===== src/logic/backEndPkg.sv =====
package backEndPkg;

        //////////////////////////////////////////////////
        // Data path and register file widths
        //////////////////////////////////////////////////

        // Full machine word
        localparam int dataWidth = 32;

        // Register number, 32 architectural registers
        localparam int regAddrWidth = 5;

        //////////////////////////////////////////////////
        // Data memory geometry
        //////////////////////////////////////////////////

        // Words in the local data memory
        localparam int memDepth = 256;

        // Word address, taken from ALU result bits 9..2
        localparam int memAddrWidth = 8;

        // Four byte differences of at most 255 each
        localparam int sadSumWidth = 10;

        //////////////////////////////////////////////////
        // Control bits that ride along with each slot
        //////////////////////////////////////////////////

        typedef struct packed {
                logic memRead;
                logic memWrite;
                // Loaded word goes to the register file
                logic memToReg;
                logic regWrite;
                // Link value wins over every other source
                logic jal;
                // Motion estimation SAD instruction
                logic sadOp;
                logic [regAddrWidth-1:0] writeReg;
        } ctrlBundle;

endpackage

===== src/logic/stageLink.sv =====
// One pipeline slot moving from one stage to the next
interface stageLink
        import backEndPkg::*;
();

        //////////////////////////////////////////////////
        // Slot contents
        //////////////////////////////////////////////////

        // Low means the slot is a bubble
        logic valid;

        // Control bits of the instruction
        ctrlBundle ctrl;

        // Arithmetic result or memory byte address
        logic [dataWidth-1:0] aluResult;

        // Return address for jal
        logic [dataWidth-1:0] pcPlus4;

        // Meaning of the two data words depends on the link
        logic [dataWidth-1:0] dataA;
        logic [dataWidth-1:0] dataB;

        //////////////////////////////////////////////////
        // Views for the driving and reading stage
        //////////////////////////////////////////////////

        // Stage that registers the slot
        modport source (
                output valid, ctrl, aluResult, pcPlus4, dataA, dataB
        );

        // Stage that consumes the slot
        modport sink (
                input valid, ctrl, aluResult, pcPlus4, dataA, dataB
        );

endinterface


===== src/logic/writebackStage.sv =====
// Last stage, picks the register-write value
module writebackStage
        import backEndPkg::*;
(
        input  logic Clk,
        input  logic rst,
        stageLink.sink inLink,
        output logic wbValid,
        output logic wbRegWrite,
        output logic [regAddrWidth-1:0] wbReg,
        output logic [dataWidth-1:0] wbData
);

        //////////////////////////////////////////////////
        // Writeback source select
        //////////////////////////////////////////////////

        logic [dataWidth-1:0] wbSel;

        // Priority jal, then SAD, then load, then ALU
        always_comb begin
                if (inLink.ctrl.jal) begin
                        wbSel = inLink.pcPlus4;
                end else if (inLink.ctrl.sadOp) begin
                        wbSel = inLink.dataA;
                end else if (inLink.ctrl.memToReg) begin
                        wbSel = inLink.dataB;
                end else begin
                        wbSel = inLink.aluResult;
                end
        end

        //////////////////////////////////////////////////
        // Output registers
        //////////////////////////////////////////////////

        always_ff @(posedge Clk) begin
                if (rst) begin
                        wbValid    <= 1'b0;
                        wbRegWrite <= 1'b0;
                        wbReg      <= '0;
                        wbData     <= '0;
                end else begin
                        wbValid    <= inLink.valid;
                        // Bubbles never write the register file
                        wbRegWrite <= inLink.valid & inLink.ctrl.regWrite;
                        wbReg      <= inLink.ctrl.writeReg;
                        wbData     <= wbSel;
                end
        end

endmodule


===== src/flat_wrapper.sv =====
// flat-port wrapper written by rule: the top's interface ports become plain ports
module writebackStage_flat import backEndPkg::*;
  (Clk, rst, wbValid, wbRegWrite, wbReg, wbData, inLink_valid, inLink_ctrl, inLink_aluResult, inLink_pcPlus4, inLink_dataA, inLink_dataB);
  stageLink inLink_i ();
  input  logic Clk;
  input  logic rst;
  output logic wbValid;
  output logic wbRegWrite;
  output logic [regAddrWidth-1:0] wbReg;
  output logic [dataWidth-1:0] wbData;
  input wire logic [$bits(inLink_i.valid)-1:0] inLink_valid;
  input wire logic [$bits(inLink_i.ctrl)-1:0] inLink_ctrl;
  input wire logic [$bits(inLink_i.aluResult)-1:0] inLink_aluResult;
  input wire logic [$bits(inLink_i.pcPlus4)-1:0] inLink_pcPlus4;
  input wire logic [$bits(inLink_i.dataA)-1:0] inLink_dataA;
  input wire logic [$bits(inLink_i.dataB)-1:0] inLink_dataB;
  assign inLink_i.valid = inLink_valid;
  assign inLink_i.ctrl = inLink_ctrl;
  assign inLink_i.aluResult = inLink_aluResult;
  assign inLink_i.pcPlus4 = inLink_pcPlus4;
  assign inLink_i.dataA = inLink_dataA;
  assign inLink_i.dataB = inLink_dataB;
  writebackStage u_core (.Clk(Clk), .rst(rst), .inLink(inLink_i), .wbValid(wbValid), .wbRegWrite(wbRegWrite), .wbReg(wbReg), .wbData(wbData));
endmodule

===== config.mk =====
export PLATFORM = sky130hd
export DESIGN_NAME = writebackStage_flat
export DESIGN_NICKNAME = d
export VERILOG_FILES = /design/src/logic/backEndPkg.sv /design/src/logic/stageLink.sv /design/src/logic/writebackStage.sv /design/src/flat_wrapper.sv
export SDC_FILE = /design/constraint.sdc
export NUM_CORES = 1
export LEC_CHECK = 0
export BUFFER_PORTS_ARGS = -buffer_cell sky130_fd_sc_hd__buf_2
export CORE_MARGIN = 4
export CORE_UTILIZATION = 40
export DETAILED_ROUTE_END_ITERATION = 10
export GPL_ROUTABILITY_DRIVEN = 0
export PLACE_DENSITY = 0.94
export SETUP_SLACK_MARGIN = 0.1
export SLEW_MARGIN = 20
export SYNTH_ARGS = -nofsm -noshare
export SYNTH_HDL_FRONTEND = slang
export SYNTH_SLANG_ARGS = --single-unit
export TNS_END_PERCENT = 20

===== constraint.sdc =====
create_clock -name Clk -period 1.3 [get_ports Clk]
set_input_delay 0.195 -clock Clk [delete_from_list [all_inputs] [get_ports Clk]]
set_output_delay 0.195 -clock Clk [all_outputs]
set_load 0.05 [all_outputs]

==> flow_metrics.py <==
metrics = {
    "run_status": {
        "status": "completed",
    },
    "floorplan": {
        "die_x_um": 83.3,
        "start_util_pct": 41.2,
        "rows": 27,
        "core_area_sq_um": 5510,
        "die_area_sq_um": 6950,
        "pin_count": 181,
        "die_h_um": 83.3,
    },
    "timing": {
        "hold_viol_final": 0,
        "grt_setup_unrepaired": "false",
        "worst_slack_ps": 210,
        "tns_ps": 0,
        "slew_violations": 0,
        "final-setup-viol-count": 0,
        "max_freq_mhz": 917,
        "slew_headroom_pct": 80.5,
        "fin_crit_sh_pct": 83.9,
        "fin_crit_ps": 1090,
        "tightest_slew_ps": 284,
    },
    "cts": {
        "cts_tree": "yes",
        "cts-root-buf": "clkbuf_8",
        "clockBufferDepth": 2,
        "clk_pin_slew_ps": 70,
        "cts_resized": 0,
        "cts_setup_buffers": 0,
        "cts_buffers": 5,
        "postCtsHoldBufs": 0,
        "cts.sinks": 39,
        "htree_levels": 2,
    },
    "worst_setup_path": {
        "worstSetupPathType": "reg2out",
        "path_delay_family": "flip-flops",
        "cp_data_required_time_ps": 1110,
        "crit_start": "u_core.wbData[21]",
        "slowest_delay_ps": 340,
        "crit_path_top_delay_cell": "dfxtp_1",
        "crit_path_end_kind": "output port",
        "worstPathArrival_ps": 900,
        "critPathMaxFanout": 1,
        "critPathLaunchType": "flop",
        "crit_chain": "buf_2",
        "critical_path_buf_inv_count": 1,
    },
    "worst_hold_path": {
        "whs_path_depth": 2,
        "min_delay_worst_endpoint": "u_core.wbReg[2]",
        "min_from": "inLink_ctrl[2]",
        "worstHoldPathType": "in2reg",
    },
    "pwr": {
        "p_leak_uw": 0.00163,
        "ir_drop_uv": 472,
        "power_uw": 3240,
        "p_per_area_nw_per_um2": 976,
    },
    "global_routing": {
        "grt_max_degree": 65,
        "grt_pass1_wl_um": 11300,
        "grt.total_usage_pct": 19.6,
        "overflow": 0,
        "antenna_found_initial": 0,
        "first_global_vias": 2464,
    },
    "drt": {
        "ant_nets": 0,
        "via_per_inst": 5.20,
        "wire_per_inst_um": 15.7,
        "vias": 2305,
        "dr.first_iter.drc_count": 77,
        "first_pass_iters": 4,
        "drcViolationCount": 0,
        "drt_wl_total_um": 6960,
    },
    "layout": {
        "area_growth_syn_to_layout_pct": 46.2,
        "layout.nets": 512,
        "drive_gt1_share_pct": 60.9,
        "n_antenna_cell": 0,
    },
    "synth": {
        "seq_area_frac_synth_pct": 34.4,
        "syn_nets": 342,
        "syn-instance-count": 200,
        "synth_seq_cells": 39,
        "avgSynthCellArea_sq_um": 11.4,
        "synth_area_sq_um": 2270,
        "yosysWarnings": 0,
        "synth_cell_type_count": 15,
    },
    "flow_run": {
        "cap_viol_max_count": 0,
    },
    "placed_design": {
        "place_ws_ps": -0.865,
        "place_hpwl_um": 5550,
        "port_buffers": 178,
    },
}
[Yosys cell counts]
master / number / area [sq um]
o221ai_2: 30 / 450
o221ai_1: 2 / 17.5
nand2_1: 32 / 120
buf_12: 3 / 60.1
nand4bb_1: 26 / 293
and2_1: 1 / 6.26
or3_1: 1 / 6.26
nor2b_1: 6 / 37.5
mux2i_1: 32 / 320
buf_4: 1 / 7.51
or4bb_1: 6 / 67.6
clkbuf_1: 6 / 22.5
buf_6: 1 / 11.3
buf_2: 14 / 70.1
dfxtp_1: 39 / 781
[cells in the final DEF (no fill, tap or decap)]
cell and instances:
buf_2 178, dfxtp_1 39, nand2_1 32, mux2i_1 32
o221ai_2 30, nand4bb_1 26, clkbuf_8 7, or4bb_1 6
nor2b_1 6, buf_12 5, buf_4 5, o221ai_1 2
or3_2 1, and2_1 1, clkbuf_1 1
[through the flow]
step	cell area, sq um	hold WS, ps	cells	utilization, %
2_1_floorplan	2270	317	200	-
3_3_place_gp	3220	402	435	58.5
3_5_place_dp	3220	413	435	58.5
4_1_cts	3320	116	443	60.3
5_1_grt	3320	120	443	60.3
6_report	3320	123	443	60.3
[cells by family (layout without fill, tap and decap cells)]
family	Yosys count	in the layout	share of synthesized area (%)
compound gates	32	32	20.6
buf+inv	25	196	7.55
flops	39	39	34.4
mux	32	32	14.1
simple gates	72	72	23.4
[power by group]
part / internal (uW) / total (uW) / switching [uW]
combinational: 410 / 1050 / 643
clock: 484 / 880 / 395
sequential: 1290 / 1310 / 22.5
total: 2180 / 3240 / 1060
[how the worst max path moves through the flow]
stage | slack, ps | cells past startpoint | end
floorplan | 250 | 4 | u_core.wbData[0]
global placement | 20 | 4 | u_core.wbData[28]
detailed placement | -0.9 | 4 | u_core.wbData[1]
CTS | 210 | 1 | wbData[27]
global route | 160 | 1 | wbData[21]
finish | 210 | 1 | wbData[21]
[routing by layer]
layer | share of wire, % | GRT usage [%] | wire length, um | up-vias
li1 | - | - | - | 1115
met1 | 36 | 20.2 | 2480 | 1075
met2 | 55 | 37.3 | 3800 | 107
met3 | 8.6 | 6.05 | 595 | 8
met4 | 1.3 | 5.94 | 87 | 0
met5 | 0 | 0 | 0 | -
[layout make-up]
| class | count | area (sq um) |
|---|---|---|
| well taps | 72 | 90.1 |
| fillers | 465 | 2190 |
| clock buffers | 8 | 100 |
| multi-input cells | 136 | 1320 |
| repair buffers | 188 | 1030 |
| flip-flops and latches | 39 | 781 |
[registers in the layout (all words and copies together), names as in the netlist]
| signal | flops |
|---|---|
| u_core.wbReg | 5 |
| u_core.wbValid | 1 |
| u_core.wbRegWrite | 1 |
| u_core.wbData | 32 |
No activity file was read; power rests on OpenSTA's default activity.
