<file path="config.mk">
export PLATFORM = sky130hd
export DESIGN_NAME = sadStage1_flat
export DESIGN_NICKNAME = d
export VERILOG_FILES = /design/src/logic/backEndPkg.sv /design/src/logic/stageLink.sv /design/src/logic/sadStage1.sv /design/src/flat_wrapper.sv
export SDC_FILE = /design/constraint.sdc
export NUM_CORES = 1
export LEC_CHECK = 0
export BUFFER_PORTS_ARGS = -buffer_cell sky130_fd_sc_hd__buf_4
export CORE_MARGIN = 2
export CORE_UTILIZATION = 35
export DETAILED_ROUTE_END_ITERATION = 7
export PLACE_DENSITY = 0.69
export SLEW_MARGIN = 40
export SYNTH_ARGS = -nofsm -noshare
export SYNTH_HDL_FRONTEND = slang
export SYNTH_SLANG_ARGS = --single-unit
export TNS_END_PERCENT = 1
</file>
<file path="constraint.sdc">
create_clock -name Clk -period 4.85 [get_ports Clk]
set_input_delay 0.2425 -clock Clk [delete_from_list [all_inputs] [get_ports Clk]]
set_output_delay 0.2425 -clock Clk [all_outputs]
set_load 0.02 [all_outputs]
</file>
<file path="src/logic/backEndPkg.sv">
package backEndPkg;

        //////////////////////////////////////////////////
        // Data path and register file widths
        //////////////////////////////////////////////////

        // Full machine word
        localparam int dataWidth = 32;

        // Register number, 32 architectural registers
        localparam int regAddrWidth = 5;

        //////////////////////////////////////////////////
        // Data memory geometry
        //////////////////////////////////////////////////

        // Words in the local data memory
        localparam int memDepth = 256;

        // Word address, taken from ALU result bits 9..2
        localparam int memAddrWidth = 8;

        // Four byte differences of at most 255 each
        localparam int sadSumWidth = 10;

        //////////////////////////////////////////////////
        // Control bits that ride along with each slot
        //////////////////////////////////////////////////

        typedef struct packed {
                logic memRead;
                logic memWrite;
                // Loaded word goes to the register file
                logic memToReg;
                logic regWrite;
                // Link value wins over every other source
                logic jal;
                // Motion estimation SAD instruction
                logic sadOp;
                logic [regAddrWidth-1:0] writeReg;
        } ctrlBundle;

endpackage
</file>
<file path="src/logic/stageLink.sv">
// One pipeline slot moving from one stage to the next
interface stageLink
        import backEndPkg::*;
();

        //////////////////////////////////////////////////
        // Slot contents
        //////////////////////////////////////////////////

        // Low means the slot is a bubble
        logic valid;

        // Control bits of the instruction
        ctrlBundle ctrl;

        // Arithmetic result or memory byte address
        logic [dataWidth-1:0] aluResult;

        // Return address for jal
        logic [dataWidth-1:0] pcPlus4;

        // Meaning of the two data words depends on the link
        logic [dataWidth-1:0] dataA;
        logic [dataWidth-1:0] dataB;

        //////////////////////////////////////////////////
        // Views for the driving and reading stage
        //////////////////////////////////////////////////

        // Stage that registers the slot
        modport source (
                output valid, ctrl, aluResult, pcPlus4, dataA, dataB
        );

        // Stage that consumes the slot
        modport sink (
                input valid, ctrl, aluResult, pcPlus4, dataA, dataB
        );

endinterface

</file>
<file path="src/logic/sadStage1.sv">
// Pipeline register after memory, first half of the SAD datapath
module sadStage1
        import backEndPkg::*;
(
        input  logic Clk,
        input  logic rst,
        stageLink.sink inLink,
        stageLink.source outLink
);

        //////////////////////////////////////////////////
        // Byte-wise absolute differences
        //////////////////////////////////////////////////

        // Byte i holds |loaded[i] - operand[i]|
        logic [dataWidth-1:0] byteDiffs;

        always_comb begin
                byteDiffs = '0;
                for (int i = 0; i < dataWidth / 8; i++) begin
                        // Subtract the smaller byte from the larger
                        if (inLink.dataA[8*i +: 8] > inLink.dataB[8*i +: 8]) begin
                                byteDiffs[8*i +: 8] = inLink.dataA[8*i +: 8]
                                                      - inLink.dataB[8*i +: 8];
                        end else begin
                                byteDiffs[8*i +: 8] = inLink.dataB[8*i +: 8]
                                                      - inLink.dataA[8*i +: 8];
                        end
                end
        end

        //////////////////////////////////////////////////
        // Control moving from memory into SAD1
        //////////////////////////////////////////////////

        always_ff @(posedge Clk) begin
                if (rst) begin
                        outLink.valid <= 1'b0;
                        outLink.ctrl  <= '0;
                end else begin
                        outLink.valid <= inLink.valid;
                        outLink.ctrl  <= inLink.ctrl;
                end
        end

        //////////////////////////////////////////////////
        // Data moving from memory into SAD1
        //////////////////////////////////////////////////

        always_ff @(posedge Clk) begin
                outLink.aluResult <= inLink.aluResult;
                outLink.pcPlus4   <= inLink.pcPlus4;
                // Packed differences for the adder stage
                outLink.dataA     <= byteDiffs;
                // Loaded word still needed for writeback
                outLink.dataB     <= inLink.dataA;
        end

endmodule

</file>
<file path="src/flat_wrapper.sv">
// flat-port wrapper written by rule: the top's interface ports become plain ports
module sadStage1_flat import backEndPkg::*;
  (Clk, rst, inLink_valid, inLink_ctrl, inLink_aluResult, inLink_pcPlus4, inLink_dataA, inLink_dataB, outLink_valid, outLink_ctrl, outLink_aluResult, outLink_pcPlus4, outLink_dataA, outLink_dataB);
  stageLink inLink_i ();
  stageLink outLink_i ();
  input  logic Clk;
  input  logic rst;
  input wire logic [$bits(inLink_i.valid)-1:0] inLink_valid;
  input wire logic [$bits(inLink_i.ctrl)-1:0] inLink_ctrl;
  input wire logic [$bits(inLink_i.aluResult)-1:0] inLink_aluResult;
  input wire logic [$bits(inLink_i.pcPlus4)-1:0] inLink_pcPlus4;
  input wire logic [$bits(inLink_i.dataA)-1:0] inLink_dataA;
  input wire logic [$bits(inLink_i.dataB)-1:0] inLink_dataB;
  output wire logic [$bits(outLink_i.valid)-1:0] outLink_valid;
  output wire logic [$bits(outLink_i.ctrl)-1:0] outLink_ctrl;
  output wire logic [$bits(outLink_i.aluResult)-1:0] outLink_aluResult;
  output wire logic [$bits(outLink_i.pcPlus4)-1:0] outLink_pcPlus4;
  output wire logic [$bits(outLink_i.dataA)-1:0] outLink_dataA;
  output wire logic [$bits(outLink_i.dataB)-1:0] outLink_dataB;
  assign inLink_i.valid = inLink_valid;
  assign inLink_i.ctrl = inLink_ctrl;
  assign inLink_i.aluResult = inLink_aluResult;
  assign inLink_i.pcPlus4 = inLink_pcPlus4;
  assign inLink_i.dataA = inLink_dataA;
  assign inLink_i.dataB = inLink_dataB;
  assign outLink_valid = outLink_i.valid;
  assign outLink_ctrl = outLink_i.ctrl;
  assign outLink_aluResult = outLink_i.aluResult;
  assign outLink_pcPlus4 = outLink_i.pcPlus4;
  assign outLink_dataA = outLink_i.dataA;
  assign outLink_dataB = outLink_i.dataB;
  sadStage1 u_core (.Clk(Clk), .rst(rst), .inLink(inLink_i), .outLink(outLink_i));
endmodule
</file>
==> flow_summary_export.csv <==
group,metric,value,unit
synth,synthTopCellsByArea,"dfxtp_1 (50%), ha_1 (13%), mux2i_1 (5.0%), inv_1 (4.3%), fa_1 (2.9%)",
global_routing,grt_pass1_vias,4899,
floorplan,initial_core_util,35.5,%
global_routing,grt.busiest_layer,"met2",
global_routing,grt_util_met1,20.6,%
timing,setup_viol,0,
final_layout,diodes,0,
setup_path,cp-end-kind,"register",
timing,worst_hold_slack,0.0388,ns
synth,synthArstFlopShare,0,%
global_routing,grt_use_met2,32.4,%
setup_path,start_kind,"input port",
synth,yosys.area.top_type_share,50.3,%
timing,report.final.slew_viol_count,0,
synth,yosysWarnings,0,
setup_path,required,5.19,ns
global_routing,grt_pass1_wl,24.0,mm
synth,synth-seq-cells,140,
synth,syn_area_per_cell,11.1,µm²
setup_path,criticalPathCategory,"in -> reg",
place,post-place-ws,2.60,ns
timing,period_minus_slack,2.44,ns
place,globalplace.congestion,0.883,
worst_hold_path,hp-class,"in -> reg",
clock_network,cts_sinks,140,
timing,hold_viol_final,0,
clock_network,cts_root_buf,"clkbuf_16",
timing,period_share,50.3,%
clock_network,h-tree-depth,4,
floorplan,dieArea,16900,µm²
timing,rsz0062_at_grt,"false",
synth,yosys.area.top_type,"dfxtp_1",
pwr,p_per_area,371,nW/µm²
pwr,p_leak,4.69,nW
floorplan,rows,46,
detailed_routing,via_per_inst,4.41,
synth,synth_common_cells,"dfxtp_1 (140), inv_1 (64), ha_1 (60), mux2i_1 (28), o21ai_0 (23)",
pwr,ir_worst_vdd,0.253,mV
detailed_routing,routed_wirelength,16.1,mm
status,status,"finished, final reports clean",
synth,synth_cells,501,
timing,slew_headroom,65.6,%
setup_path,startpoint,"inLink_dataA[0]",
global_routing,use_met3,4.96,%
floorplan,die_h,130,µm
clock_network,cts_tree,"done",
synth,synth-edff-count,0,
final_layout,area_growth,67.8,%
pwr,total_power,3.47,mW
floorplan,die_w,130,µm
global_routing,antenna_found_initial,0,
clock_network,clk_pin_slew,0.06,ns
detailed_routing,dr_total_vias,4877,
synth,synth_fp_nets,711,
flow_run,drv_cap,0,
floorplan,core_area,15700,µm²
final_layout,fin_nets,1086,
detailed_routing,dr.pass1.iters,4,
synth,yosysSeqAreaShare,50.3,%
setup_path,path_max_fanout,7,
final_layout,final_core_util,59.5,%
place,dp.final_hpwl,11.8,mm
final_layout,drive_gt1_share,36.0,%
timing,setup-tns-final,0,ns
synth,dominantRegCellSynth,"dfxtp_1",
place,io_buffers,281,
timing,finalWorstSetupSlack,2.41,ns
detailed_routing,drt_iter0_markers,176,
floorplan,io_pins,282,
clock_network,cts_made_buffers,17,
timing,worst_pin_slew,0.510,ns
clock_network,cts_buffer_depth,2,
worst_hold_path,hold_start,"inLink_ctrl[5]",
global_routing,grt_usage,18.4,%
detailed_routing,drc,0,
timing,fmax,410,MHz
synth,synth_cell_types,28,
setup_path,crit_arrival,2.78,ns
global_routing,grt_max_degree,17,
global_routing,gr-total-overflow,0,
detailed_routing,drt-wirelength-per-cell,14.6,µm
detailed_routing,drtAntennaViolNets,0,
synth,synth_most_common_cell,"dfxtp_1",
synth,syn_area,5570,µm²
-- cell usage in the layout (no fill, tap or decap), drive strengths merged, types with 2 or more instances in the layout --
cell	count
a211oi	12
a21o	16
a21oi	20
a311oi	8
a31oi	16
and3	4
buf	281
bufinv	2
clkbuf	17
clkinvlp	3
dfxtp	140
dlygate4sd3	96
fa	8
ha	60
inv	73
mux2i	28
nand2	16
nand3b	4
nand4	8
nor2	8
nor2b	12
o21ai	24
o21bai	4
o22a	4
xnor2	8
xor2	16
-- where the power goes --
| group | internal, mW | total [mW] | leakage [nW] | switching [mW] |
|---|---|---|---|---|
| logic | 0.400 | 0.827 | 3.22 | 0.427 |
| clock network | 0.778 | 1.34 | 0.288 | 0.557 |
| registers | 1.27 | 1.30 | 1.18 | 0.0365 |
| total | 2.45 | 3.47 | 4.69 | 1.02 |
-- per-stage QoR --
| stage | cells | instance area, µm² |
|---|---|---|
| after floorplan | 501 | 5570 |
| after global placement | 977 | 7790 |
| after detailed placement | 977 | 7790 |
| after CTS | 1105 | 9350 |
| after global routing | 1105 | 9350 |
| final | 1105 | 9350 |
-- cells by family (layout without fill, tap and decap cells) --
family | Yosys count | count (layout) | share of synthesized area, %
compound gates | 104 | 104 | 12.4
xor+xnor | 24 | 24 | 3.77
fa+ha+maj | 68 | 68 | 16.3
buf+inv | 85 | 473 | 7.30
flops | 140 | 140 | 50.3
mux | 28 | 28 | 5.03
simple gates | 52 | 52 | 4.85
-- final timing paths --
kind	endpoint	depth (start not counted)
setup / recovery	u_core.outLink.dataA[7]$_DFF_P_	10
hold / removal	u_core.outLink.ctrl[5]$_SDFF_PP0_	2
-- registers in the layout, summed over array words and instances (netlist names) --
register                  flops
u_core.outLink.ctrl          11
u_core.outLink.aluResult     32
u_core.outLink.dataB         32
u_core.outLink.dataA         32
u_core.outLink.valid          1
u_core.outLink.pcPlus4       32
-- final cells by class --
type	count	area [µm²]
flip-flops and latches	140	2800
fillers	1288	6360
clock inverters	15	178
multi-input cells	276	2360
inverters	64	240
well taps	216	270
clock buffers	17	425
repair buffers	377	3070
-- critical path: stages --
cell	delay [ns]
dlygate4sd3_1	0.54
buf_4	0.13
inv_1	0.04
ha_1	0.21
fa_1	0.41
nand3b_1	0.20
a21oi_1	0.15
o22a_1	0.43
mux2i_1	0.28
xor2_1	0.16
-- repair_timing --
item / 4_1_cts / 5_1_grt
gates resized for setup: 0 / 0
buffers inserted: 0 / 0
hold buffers: 96 / 0
endpoints found under the hold margin: 96 / 0
-- metal layers --
metal / wire length (µm) / vias to the layer above
met1: 6400 / 2271
met2: 8360 / 146
li1: - / 2428
met3: 910 / 32
met5: 0 / -
met4: 459 / 0
Power figures use the tool's default switching activity.
