**src/logic/backEndPkg.sv**
```systemverilog
package backEndPkg;

        //////////////////////////////////////////////////
        // Data path and register file widths
        //////////////////////////////////////////////////

        // Full machine word
        localparam int dataWidth = 32;

        // Register number, 32 architectural registers
        localparam int regAddrWidth = 5;

        //////////////////////////////////////////////////
        // Data memory geometry
        //////////////////////////////////////////////////

        // Words in the local data memory
        localparam int memDepth = 256;

        // Word address, taken from ALU result bits 9..2
        localparam int memAddrWidth = 8;

        // Four byte differences of at most 255 each
        localparam int sadSumWidth = 10;

        //////////////////////////////////////////////////
        // Control bits that ride along with each slot
        //////////////////////////////////////////////////

        typedef struct packed {
                logic memRead;
                logic memWrite;
                // Loaded word goes to the register file
                logic memToReg;
                logic regWrite;
                // Link value wins over every other source
                logic jal;
                // Motion estimation SAD instruction
                logic sadOp;
                logic [regAddrWidth-1:0] writeReg;
        } ctrlBundle;

endpackage
```
**src/logic/stageLink.sv**
```systemverilog
// One pipeline slot moving from one stage to the next
interface stageLink
        import backEndPkg::*;
();

        //////////////////////////////////////////////////
        // Slot contents
        //////////////////////////////////////////////////

        // Low means the slot is a bubble
        logic valid;

        // Control bits of the instruction
        ctrlBundle ctrl;

        // Arithmetic result or memory byte address
        logic [dataWidth-1:0] aluResult;

        // Return address for jal
        logic [dataWidth-1:0] pcPlus4;

        // Meaning of the two data words depends on the link
        logic [dataWidth-1:0] dataA;
        logic [dataWidth-1:0] dataB;

        //////////////////////////////////////////////////
        // Views for the driving and reading stage
        //////////////////////////////////////////////////

        // Stage that registers the slot
        modport source (
                output valid, ctrl, aluResult, pcPlus4, dataA, dataB
        );

        // Stage that consumes the slot
        modport sink (
                input valid, ctrl, aluResult, pcPlus4, dataA, dataB
        );

endinterface

```
**src/logic/sadStage2.sv**
```systemverilog
// Second SAD stage, reduces four differences to one sum
module sadStage2
        import backEndPkg::*;
(
        input  logic Clk,
        input  logic rst,
        stageLink.sink inLink,
        stageLink.source outLink
);

        //////////////////////////////////////////////////
        // Adder tree over the packed differences
        //////////////////////////////////////////////////

        // Wide enough for 4 x 255
        logic [sadSumWidth-1:0] sadSum;

        always_comb begin
                sadSum = '0;
                for (int i = 0; i < dataWidth / 8; i++) begin
                        // Each byte zero-extended before the add
                        sadSum = sadSum + sadSumWidth'(inLink.dataA[8*i +: 8]);
                end
        end

        //////////////////////////////////////////////////
        // Slot control register
        //////////////////////////////////////////////////

        always_ff @(posedge Clk) begin
                if (rst) begin
                        outLink.valid <= 1'b0;
                        outLink.ctrl  <= '0;
                end else begin
                        outLink.valid <= inLink.valid;
                        outLink.ctrl  <= inLink.ctrl;
                end
        end

        //////////////////////////////////////////////////
        // Payload register
        //////////////////////////////////////////////////

        always_ff @(posedge Clk) begin
                outLink.aluResult <= inLink.aluResult;
                outLink.pcPlus4   <= inLink.pcPlus4;
                // Sum padded to a full word
                outLink.dataA     <= dataWidth'(sadSum);
                // Loaded word passes through untouched
                outLink.dataB     <= inLink.dataB;
        end

endmodule

```
**src/flat_wrapper.sv**
```systemverilog
// flat-port wrapper written by rule: the top's interface ports become plain ports
module sadStage2_flat import backEndPkg::*;
  (Clk, rst, inLink_valid, inLink_ctrl, inLink_aluResult, inLink_pcPlus4, inLink_dataA, inLink_dataB, outLink_valid, outLink_ctrl, outLink_aluResult, outLink_pcPlus4, outLink_dataA, outLink_dataB);
  stageLink inLink_i ();
  stageLink outLink_i ();
  input  logic Clk;
  input  logic rst;
  input wire logic [$bits(inLink_i.valid)-1:0] inLink_valid;
  input wire logic [$bits(inLink_i.ctrl)-1:0] inLink_ctrl;
  input wire logic [$bits(inLink_i.aluResult)-1:0] inLink_aluResult;
  input wire logic [$bits(inLink_i.pcPlus4)-1:0] inLink_pcPlus4;
  input wire logic [$bits(inLink_i.dataA)-1:0] inLink_dataA;
  input wire logic [$bits(inLink_i.dataB)-1:0] inLink_dataB;
  output wire logic [$bits(outLink_i.valid)-1:0] outLink_valid;
  output wire logic [$bits(outLink_i.ctrl)-1:0] outLink_ctrl;
  output wire logic [$bits(outLink_i.aluResult)-1:0] outLink_aluResult;
  output wire logic [$bits(outLink_i.pcPlus4)-1:0] outLink_pcPlus4;
  output wire logic [$bits(outLink_i.dataA)-1:0] outLink_dataA;
  output wire logic [$bits(outLink_i.dataB)-1:0] outLink_dataB;
  assign inLink_i.valid = inLink_valid;
  assign inLink_i.ctrl = inLink_ctrl;
  assign inLink_i.aluResult = inLink_aluResult;
  assign inLink_i.pcPlus4 = inLink_pcPlus4;
  assign inLink_i.dataA = inLink_dataA;
  assign inLink_i.dataB = inLink_dataB;
  assign outLink_valid = outLink_i.valid;
  assign outLink_ctrl = outLink_i.ctrl;
  assign outLink_aluResult = outLink_i.aluResult;
  assign outLink_pcPlus4 = outLink_i.pcPlus4;
  assign outLink_dataA = outLink_i.dataA;
  assign outLink_dataB = outLink_i.dataB;
  sadStage2 u_core (.Clk(Clk), .rst(rst), .inLink(inLink_i), .outLink(outLink_i));
endmodule
```
**config.mk**
```make
export PLATFORM = sky130hd
export DESIGN_NAME = sadStage2_flat
export DESIGN_NICKNAME = d
export VERILOG_FILES = /design/src/logic/backEndPkg.sv /design/src/logic/stageLink.sv /design/src/logic/sadStage2.sv /design/src/flat_wrapper.sv
export SDC_FILE = /design/constraint.sdc
export NUM_CORES = 1
export LEC_CHECK = 0
export BUFFER_PORTS_ARGS = -buffer_cell sky130_fd_sc_hd__buf_2
export CORE_AREA = 2 2 109 111
export CTS_BUF_LIST = sky130_fd_sc_hd__clkbuf_8 sky130_fd_sc_hd__clkbuf_16
export DETAILED_ROUTE_END_ITERATION = 16
export DIE_AREA = 0 0 111 113
export HOLD_SLACK_MARGIN = 0.08
export PLACE_DENSITY_LB_ADDON = 0.15
export SYNTH_ARGS = -nofsm -noshare
export SYNTH_HDL_FRONTEND = slang
export SYNTH_SLANG_ARGS = --single-unit
```
**constraint.sdc**
```tcl
create_clock -name Clk -period 11.3 [get_ports Clk]
set_input_delay 3.39 -clock Clk [delete_from_list [all_inputs] [get_ports Clk]]
set_output_delay 3.39 -clock Clk [all_outputs]
set_load 0.02 [all_outputs]
```
==> reports/qor.yml <==
hold_path:
  hold_class: "input pin to register"
power_and_ir_drop:
  p_seq_frac: 0.406
  vdd.ir_drop.worst_uv: 112
  power.net_switching_mw: 0.306
  powerDensity_mw_per_mm2: 212
  pwr-share-comb: 0.189
  switching_share: 0.268
  total_leakage_power_nw: 2.88
  power.share.clock: 0.405
  totalPowerFinal_mw: 1.14
  power_report.internal_total_mw: 0.835
place:
  place_hpwl_um: 7970
  placed_cell_area_mm2: 0.00485
  post-place-ws_ns: 5.07
  io_buffer_count: 259
  gp_congestion: 0.787
  place_inst: 662
route:
  final_antenna_net_count: 0
  post_drt_wl_per_cell_um: 13.5
  via_count: 2629
  wl_um: 9350
  drc: 0
  average_via_count_per_standard_cell: 3.80
  dr.first_iter.drc_count: 117
  detailedRoute.firstPassIterationCount: 5
clock_network:
  cts_htree_levels: 4
  cts-hold-fix-buffers: 0
  buffer_count_from_post_cts_setup_fixing: 0
  cts_tree: "done"
  clk_pin_slew_ns: 0.05
  post_cts_resized: 0
  clock_tree.root_cell: "sky130_fd_sc_hd__clkbuf_16"
  cts_buffer_depth: 2
  cts_sinks: 118
  tritoncts.num_buffers: 17
grt:
  gr_usage_total: 0.151
  grt_first_pass_wirelength_um: 14100
  globalRoute.totalOverflow: 0
  grt_start_max_net_pins: 17
  grt_pass1_vias: 2600
  antenna_found_initial: 1
layout:
  layout-drive-gt1-share: 0.532
  fill_cells: 1062
  insertedDiodeCount: 0
  final_cell_area_mm2: 0.00537
  area_growth_syn_to_layout_pct: 55.1
  fin_nets: 706
  fin_util: 0.476
  final_cells: 692
setup_path:
  startpoint_type: "input pin"
  setup.worst_path.end_class: "register"
  critical_path.max_fanout: 4
  critical_path_arrival_ns: 6.13
  worst-setup-path-type: "input pin to register"
  cp.required_ns: 11.62
logic_synthesis:
  synth.lib_cells_used.distinct: 26
  synth-seq-cells: 118
  postSynthCellCount: 262
  yosys_warnings: 0
  synth.yosys.seq_area_share: 0.683
  synth_area_mm2: 0.00346
  synth.avg_cell_area_um2: 13.2
die:
  start_util: 0.307
  core_area_mm2: 0.0113
  placementRows: 39
  io-pin-count: 282
  chipWidth_um: 111
  die_extent_in_y_um: 113
  fp.dieArea_mm2: 0.0125
sta:
  maximum_frequency_from_static_timing_analysis_mhz: 172
  setup_slack_ns: 5.50
  report.final.hold_viol_count: 0
  finalSetupViolCount: 0
  final_period_minus_worst_setup_slack_ns: 5.80
  hold_slack_ns: 3.09
  grt_setup_unrepaired: "no"
  timing.final.crit_share: 0.513
  timing.setup.tns_ns: 0
  drv_slew: 0
run_status:
  status: "finished clean"
flow_run:
  max-cap-violations: 0
state kept, by name, summed over array words and instances (netlist names):
register / count
u_core.outLink.ctrl: 11
u_core.outLink.aluResult: 32
u_core.outLink.dataA: 10
u_core.outLink.dataB: 32
u_core.outLink.valid: 1
u_core.outLink.pcPlus4: 32
routing by layer:
layer	vias up	part of all wire	global-route usage
met2	141	0.54	0.270
met3	15	0.091	0.0686
li1	1320	-	-
met5	-	0.0014	0
met1	1151	0.35	0.152
met4	2	0.020	0.0708
cells in the mapped netlist:
cell	number	area share
sky130_fd_sc_hd__nand2_1	2	0.0022
sky130_fd_sc_hd__nor3_1	1	0.0014
sky130_fd_sc_hd__or2_2	1	0.0018
sky130_fd_sc_hd__nor2b_1	14	0.025
sky130_fd_sc_hd__dfxtp_1	118	0.68
sky130_fd_sc_hd__a21o_1	2	0.0043
sky130_fd_sc_hd__xor2_1	6	0.015
sky130_fd_sc_hd__clkbuf_1	1	0.0011
sky130_fd_sc_hd__a21oi_1	10	0.014
sky130_fd_sc_hd__a311oi_2	1	0.0043
sky130_fd_sc_hd__o21bai_1	2	0.0043
sky130_fd_sc_hd__a21oi_2	3	0.0076
sky130_fd_sc_hd__inv_1	34	0.037
sky130_fd_sc_hd__conb_1	1	0.0011
sky130_fd_sc_hd__ha_1	16	0.058
sky130_fd_sc_hd__o21ai_0	3	0.0043
sky130_fd_sc_hd__xnor2_1	5	0.013
sky130_fd_sc_hd__o21ai_2	1	0.0025
sky130_fd_sc_hd__nand2b_1	1	0.0018
sky130_fd_sc_hd__o31ai_1	1	0.0022
sky130_fd_sc_hd__a211oi_1	1	0.0022
sky130_fd_sc_hd__nand3_1	2	0.0029
sky130_fd_sc_hd__nor2_1	3	0.0033
sky130_fd_sc_hd__o21a_1	1	0.0022
sky130_fd_sc_hd__fa_1	10	0.058
sky130_fd_sc_hd__buf_4	22	0.048
worst paths after layout:
kind / slack, ns / endpoint / cells past startpoint / from
worst max-delay path: 5.50 / u_core.outLink.dataA[8] / 14 / inLink_dataA[1]
worst min-delay path: 3.09 / u_core.outLink.aluResult[14] / 1 / inLink_aluResult[14]
area by class of cell:
class                   count  area (um^2)  area share
multi-input cells         108          881       0.164
well taps                 143          179      0.0333
flip-flops and latches    118         2360       0.440
repair buffers            259         1300       0.241
clock buffers              17          425      0.0793
inverters                  34          128      0.0238
clock inverters            13         96.3      0.0179
layout by cell type, fill, tap and decap left out:
master                         n
sky130_fd_sc_hd__o21ai_0       3
sky130_fd_sc_hd__clkinv_4      2
sky130_fd_sc_hd__o21ai_2       1
sky130_fd_sc_hd__fa_1         10
sky130_fd_sc_hd__a21o_1        2
sky130_fd_sc_hd__o21bai_1      2
sky130_fd_sc_hd__nand3_1       2
sky130_fd_sc_hd__inv_1        37
sky130_fd_sc_hd__a311oi_2      1
sky130_fd_sc_hd__nor3_1        1
sky130_fd_sc_hd__bufinv_16     1
sky130_fd_sc_hd__a211oi_1      1
sky130_fd_sc_hd__nor2b_1      14
sky130_fd_sc_hd__nand2b_1      1
sky130_fd_sc_hd__xnor2_1       5
sky130_fd_sc_hd__ha_1         16
sky130_fd_sc_hd__o21a_1        1
sky130_fd_sc_hd__a21oi_2       3
sky130_fd_sc_hd__a21oi_1      10
sky130_fd_sc_hd__clkinv_2      6
sky130_fd_sc_hd__clkinvlp_4    1
sky130_fd_sc_hd__conb_1       22
sky130_fd_sc_hd__nand2_1       2
sky130_fd_sc_hd__buf_2       259
sky130_fd_sc_hd__o31ai_1       1
sky130_fd_sc_hd__dfxtp_1     118
sky130_fd_sc_hd__clkbuf_16    17
sky130_fd_sc_hd__nor2_1        3
sky130_fd_sc_hd__or2_2         1
sky130_fd_sc_hd__xor2_1        6
critical path, cell delays in order:
cell and delay, ns:
sky130_fd_sc_hd__buf_2 0.11, sky130_fd_sc_hd__ha_1 0.29, sky130_fd_sc_hd__a21oi_1 0.16, sky130_fd_sc_hd__nor2b_1 0.09, sky130_fd_sc_hd__a311oi_2 0.36, sky130_fd_sc_hd__xor2_1 0.13
sky130_fd_sc_hd__fa_1 0.49, sky130_fd_sc_hd__inv_1 0.04, sky130_fd_sc_hd__ha_1 0.34, sky130_fd_sc_hd__a21o_1 0.19, sky130_fd_sc_hd__a21oi_2 0.14, sky130_fd_sc_hd__o21ai_0 0.09
sky130_fd_sc_hd__a21oi_1 0.18, sky130_fd_sc_hd__xnor2_1 0.12
power by group through the flow:
stage	sequential, mW	clock, mW	combinational (mW)
3_5_place_dp	0.472	0	0.219
4_1_cts	0.464	0.477	0.219
5_1_grt	0.466	0.499	0.237
2_1_floorplan	0.522	0	0.0913
3_3_place_gp	0.471	0	0.216
6_report	0.463	0.462	0.215
logic make-up after synthesis:
logic type               Yosys count  share of synthesized area
AO/OA/AOI/OAI                     25                     0.0484
XOR/XNOR                          11                     0.0278
adder cells (fa/ha/maj)           26                      0.116
buffers and inverters             57                     0.0857
flip-flops                       118                      0.683
other                              1                    0.00108
AND/OR/NAND/NOR                   24                     0.0387
No activity file was read; power rests on OpenSTA's default activity.
